[src/logic/core_pkg.sv]
// Shared types for the accumulator core: widths, opcodes, controller states
// and the packed structs that travel between the units. Imported by every RTL file.
package core_pkg;

  // Data and instruction word
  typedef logic [15:0] word_t;
  // Word address into the 256-entry memory
  typedef logic [7:0]  addr_t;

  // Opcode lives in instr[15:13], immediate or address in instr[7:0]
  typedef enum logic [2:0] {
    OP_NOP   = 3'd0,
    OP_ADDI  = 3'd1,
    OP_LOAD  = 3'd2,
    OP_STORE = 3'd3,
    OP_JUMP  = 3'd4,
    OP_BEQZ  = 3'd5,
    OP_HALT  = 3'd6
  } opcode_t;

  typedef enum logic [2:0] {
    RESET, BOOT_SET, RUN, DEBUG_TAKEN, HALTED
  } ctrl_state_e;

  typedef enum logic [1:0] {
    PC_BOOT, PC_JUMP, PC_BRANCH, PC_RESUME
  } pc_mux_e;

  typedef struct packed {
    logic    pc_set;
    pc_mux_e pc_mux;
    addr_t   pc_target;
    logic    kill_if;
    logic    kill_ex;
    logic    halt_ex;
    logic    debug_halted;
  } ctrl_fsm_t;

  typedef struct packed {
    logic  valid;
    logic  write;
    addr_t addr;
    word_t wdata;
  } mem_req_t;

  typedef struct packed {
    logic  valid;
    word_t rdata;
  } mem_rsp_t;

  // Requester side uses the same fields as the memory request
  typedef mem_req_t unit_req_t;

  typedef struct packed {
    logic  gnt;
    logic  rvalid;
    word_t rdata;
  } unit_rsp_t;

  typedef struct packed {
    logic  retire;
    logic  jump;
    logic  branch_taken;
    logic  halt;
    addr_t target;
  } ex_event_t;

endpackage

[src/logic/mem_arbiter.sv]
// Fixed-priority arbiter between LSU and fetch in front of the shared memory.
// Holds the memory credit counter and steers each response back to its requester.
`timescale 1ns/1ns

module mem_arbiter
  import core_pkg::*;
#(
  parameter int MEM_CREDITS = 2
) (
  input  logic      clk,
  input  logic      arst_n_i,
  input  unit_req_t lsu_req_i,
  input  unit_req_t fetch_req_i,
  input  mem_rsp_t  mem_rsp_i,
  input  logic      mem_credit_i,
  output unit_rsp_t lsu_rsp_o,
  output unit_rsp_t fetch_rsp_o,
  output mem_req_t  mem_req_o
);

  localparam int CW = $clog2(MEM_CREDITS + 1);
  localparam int PW = (MEM_CREDITS > 1) ? $clog2(MEM_CREDITS) : 1;

  logic [CW-1:0] credit_q;
  logic          has_credit;
  logic          gnt_lsu;
  logic          gnt_fetch;
  logic          issue;

  // Order queue of requester ids, 1 marks the LSU
  logic          id_q [MEM_CREDITS];
  logic [PW-1:0] wr_ptr_q;
  logic [PW-1:0] rd_ptr_q;
  logic [CW-1:0] id_cnt_q;
  logic          head_lsu;

  //////////////////////////////////////////////////////////////////////
  // Grant
  //////////////////////////////////////////////////////////////////////

  assign has_credit = (credit_q != '0);
  // LSU wins a tie
  assign gnt_lsu    = lsu_req_i.valid && has_credit;
  assign gnt_fetch  = fetch_req_i.valid && !lsu_req_i.valid && has_credit;
  assign issue      = gnt_lsu || gnt_fetch;

  always_comb begin
    mem_req_o       = gnt_lsu ? lsu_req_i : fetch_req_i;
    mem_req_o.valid = issue;
  end

  //////////////////////////////////////////////////////////////////////
  // Credits and response routing
  //////////////////////////////////////////////////////////////////////

  always_ff @(posedge clk or negedge arst_n_i) begin
    if (!arst_n_i) begin
      credit_q <= CW'(MEM_CREDITS);
      wr_ptr_q <= '0;
      rd_ptr_q <= '0;
      id_cnt_q <= '0;
    end else begin
      credit_q <= credit_q - CW'(issue) + CW'(mem_credit_i);
      id_cnt_q <= id_cnt_q + CW'(issue) - CW'(mem_rsp_i.valid);
      if (issue) begin
        wr_ptr_q <= (wr_ptr_q == PW'(MEM_CREDITS - 1)) ? '0 : wr_ptr_q + 1'b1;
      end
      if (mem_rsp_i.valid) begin
        rd_ptr_q <= (rd_ptr_q == PW'(MEM_CREDITS - 1)) ? '0 : rd_ptr_q + 1'b1;
      end
    end
  end

  always_ff @(posedge clk) begin
    if (issue) begin
      id_q[wr_ptr_q] <= gnt_lsu;
    end
  end

  assign head_lsu = id_q[rd_ptr_q];

  assign lsu_rsp_o.gnt      = gnt_lsu;
  assign lsu_rsp_o.rvalid   = mem_rsp_i.valid && head_lsu;
  assign lsu_rsp_o.rdata    = mem_rsp_i.rdata;
  assign fetch_rsp_o.gnt    = gnt_fetch;
  assign fetch_rsp_o.rvalid = mem_rsp_i.valid && !head_lsu;
  assign fetch_rsp_o.rdata  = mem_rsp_i.rdata;

  a_credit_bound :
    assert property (@(posedge clk) disable iff (!arst_n_i)
                     credit_q <= CW'(MEM_CREDITS))
      else $error("mem_arbiter: credit count above MEM_CREDITS");

  // A grant needs room for one more response, i.e. a credit really free
  a_gnt_needs_credit :
    assert property (@(posedge clk) disable iff (!arst_n_i)
                     (lsu_rsp_o.gnt || fetch_rsp_o.gnt) |-> (id_cnt_q < CW'(MEM_CREDITS)))
      else $error("mem_arbiter: grant given without a free credit");

endmodule

[config.mk]
export PLATFORM = sky130hd
export DESIGN_NAME = mem_arbiter
export DESIGN_NICKNAME = d
export VERILOG_FILES = /design/src/logic/core_pkg.sv /design/src/logic/mem_arbiter.sv
export SDC_FILE = /design/constraint.sdc
export NUM_CORES = 1
export LEC_CHECK = 0
export BUFFER_PORTS_ARGS = -buffer_cell sky130_fd_sc_hd__buf_2
export CORE_ASPECT_RATIO = 0.9
export CORE_MARGIN = 10
export CORE_UTILIZATION = 31
export DETAILED_ROUTE_END_ITERATION = 8
export PLACE_DENSITY_LB_ADDON = 0.12
export REMOVE_ABC_BUFFERS = 1
export SETUP_SLACK_MARGIN = 0.1
export SLEW_MARGIN = 10
export SYNTH_ARGS = -nofsm -noshare
export SYNTH_HDL_FRONTEND = slang
export SYNTH_SLANG_ARGS = --single-unit
export TNS_END_PERCENT = 5
[constraint.sdc]
create_clock -name clk -period 2.1 [get_ports clk]
set_input_delay 0.63 -clock clk [delete_from_list [all_inputs] [get_ports clk]]
set_output_delay 0.63 -clock clk [all_outputs]
set_load 0.005 [all_outputs]
==> results.json <==
{
  "synth.cell_area_um2": 972,
  "die_span_in_x_um": 79.0,
  "synth_top_cell_area_share_pct": 29.3,
  "clock.fmax_mhz": 472,
  "ff2ff_setup_slack_ps": 560,
  "worstRegToRegCells": 6,
  "dp_slack_ps": -25.1,
  "synthToLayoutAreaGrowth_pct": 44.4,
  "end_kind": "output pin",
  "antenna_found_initial": 0,
  "cellPowerDensity_nw_per_um2": 817,
  "synth.yosys.warnings": 0,
  "place.port_buffers": 85,
  "drtIter0Drc": 10,
  "clock_tree_from_tritoncts": "done",
  "initial_core_util_pct": 31.9,
  "worstSetupStartpointType": "flip-flop",
  "final_clock_skew_ps": 1.40,
  "grt.overflow.total": 0,
  "drt_first_pass_iters": 2,
  "setup_total_negative_slack_ps": -225,
  "period_share_pct": 101,
  "yosys.cell_count.top_type": "buf_4",
  "clk_transition_reported_paths_ps": 50,
  "maxSlewHeadroom_pct": 85.0,
  "worstReg2RegEnd": "credit_q[1]$_DFF_PN1_",
  "vdd_ir_drop_max_uv": 308,
  "n_antenna_cell": 0,
  "final_period_minus_worst_setup_slack_ps": 2120,
  "synth.lib_cells_used.distinct": 22,
  "postCtsHoldBufs": 0,
  "drc_errors": 0,
  "critical_path.reg2reg.startpoint": "credit_q[0]$_DFF_PN0_",
  "root_buffer": "clkbuf_4",
  "postRouteAntennaNets": 0,
  "numnets_final": 224,
  "setup_repair_after_global_routing_missed_its_margin": "true",
  "core.rowCount": 19,
  "chipHeight_um": 73.1,
  "die-area_um2": 5780,
  "layout.core_utilization_pct": 46.1,
  "yosysSeqAreaShare_pct": 16.6,
  "worst_slack_ps": -20.4,
  "num-fill-cells": 316,
  "finalHoldViolations": 0,
  "drt_wl_total_mm": 3.50,
  "synth_async_sr_flop_share_pct": 66.7,
  "total_core_area_um2": 3040,
  "finalSetupViolCount": 25,
  "violated_checks": "setup timing",
  "num_io_pins": 134,
  "final.hold.worst_slack_ps": 179,
  "global_route_wire_length_before_repair_mm": 4.79,
  "wl_per_cell_um": 18.2,
  "worst_skew_pair.late_latency_ps": 250,
  "cts_buffer_depth": 2,
  "cts-htree-levels": 1,
  "netlist_instances": 91,
  "hpwlAfterDp_mm": 3.01,
  "routed-via-count": 853,
  "worst_ep_arrival_time_ps": 1490,
  "synth.avg_cell_area_um2": 10.7,
  "number_of_sinks_on_the_clock_net": 6,
  "most_frequent_cells_after_synthesis": "35 x buf_4, 19 x mux2_4, 7 x mux2_2",
  "place.gp.congestion": 0.729,
  "timing_max_transition_violations_final": 0,
  "netlist_top_cells_area": "mux2_4 29%, buf_4 27%, mux2_2 8.1%, dfrtp_1 7.7%, edfxtp_1 6.2%",
  "worst_path_required_time_ps": 1470,
  "drive_gt1_share_pct": 82.7,
  "timing.hold.worst.class": "primary input to asynchronous set/reset pin",
  "leakagePower_uw": 0.000788,
  "drt-vias-per-instance": 4.44,
  "drv_cap": 0,
  "worst-slew-pin-transition_ps": 224,
  "worst-path-max-fanout": 12,
  "global_route_usage_over_all_layers_pct": 10.7,
  "synth-edff-count": 2,
  "maximum_number_of_pins_on_one_net_before_global_route_repair": 13,
  "numCtsBuffers": 3,
  "outcome": "complete, but fails checks",
  "post_synthesis_register_bit_count": 6,
  "worst-setup-path-type": "flip-flop to output pin",
  "via_count_of_the_first_global_routing_pass": 882,
  "post-synth-top-area-cell": "mux2_4",
  "synth-main-ff-cell": "dfrtp_1"
}
through the flow:
step                cells  instance area, um^2  total power, uW
finish                192                 1400             1150
global route          192                 1400             1240
CTS                   192                 1380             1140
detailed placement    187                 1230              908
global placement      187                 1230              903
floorplan              54                  679              607
routing by layer:
layer	share of wire [%]	routed length [um]	GRT usage, %	vias up
li1	-	-	-	390
met1	38	1320	11.1	401
met2	50	1740	16.6	60
met3	12	420	7.64	2
met4	0.54	19	2.98	0
met5	0	0	2.73	-
placed cells by master, fill, tap and decap left out:
cell      instances
nand2b_1          3
clkbuf_4          3
and2_1            1
mux2i_1           1
mux2_2            4
and2b_1           1
buf_6            21
o21ba_2           1
nor3b_1           1
clkbuf_1          1
buf_12            2
buf_4             5
o221ai_1          1
dfrtp_1           3
xnor2_1           1
nor2b_1           1
inv_1             3
mux2_4           22
buf_2            64
o22ai_1           1
dfstp_2           1
xor2_1            1
o21ai_4           1
nor2_1            4
ha_1              1
edfxtp_1          2
worst max path at each step:
stage	startpoint	cells past startpoint	endpoint	slack (ps)
finish	credit_q[0]$_DFF_PN0_	4	mem_req_o[13]	-20
global route	credit_q[0]$_DFF_PN0_	4	mem_req_o[19]	-100
CTS	credit_q[0]$_DFF_PN0_	4	mem_req_o[18]	-60
detailed placement	lsu_req_i[25]	5	mem_req_o[21]	-30
global placement	lsu_req_i[25]	5	mem_req_o[24]	-10
floorplan	credit_q[0]$_DFF_PN0_	2	mem_req_o[18]	-70
where the power goes:
part | internal, uW | leakage, uW | switching (uW)
Sequential | 183 | 0.0000645 | 31.9
Clock | 72.3 | 0.0000150 | 46.9
Combinational | 526 | 0.000709 | 287
critical path, cell delays in order (launching register included):
cell and delay [ps]:
dfrtp_1 400, o21ai_4 220, buf_12 190, mux2_4 310
buf_6 120
cells by family (layout without fill, tap and decap cells):
family                     Yosys count  after routing  synth area share [%]
adders and majority gates            1              1                  1.29
xor gates and xnor gates             2              2                  1.80
DFF                                  6              6                  16.6
muxes                               27             27                  38.5
buffers and inverters               40             99                  31.3
AOI/OAI and AO/OA                    4              4                  4.25
and+or+nand+nor                     11             11                  6.31
layout make-up:
type                    instances  area [um^2]  share of cell area (%)
well taps                      42         52.6                    3.74
multi-input cells              45          518                    36.9
flip-flops and latches          6          161                    11.5
repair buffers                 92          634                    45.2
clock buffers                   4         26.3                    1.87
inverters                       3         11.3                   0.802
state kept, by name (all words and copies together) (netlist names):
name / flops
credit_q: 2
id_q: 2
rd_ptr_q: 1
wr_ptr_q: 1
repair_timing:
item                                    4_1_cts  5_1_grt
setup buffers                                 1        0
endpoints found under the setup margin       25       25
pin swaps                                     1        0
gates resized for setup                      19        5
endpoints found under the hold margin         0        0
No activity file was read; power rests on OpenSTA's default activity.
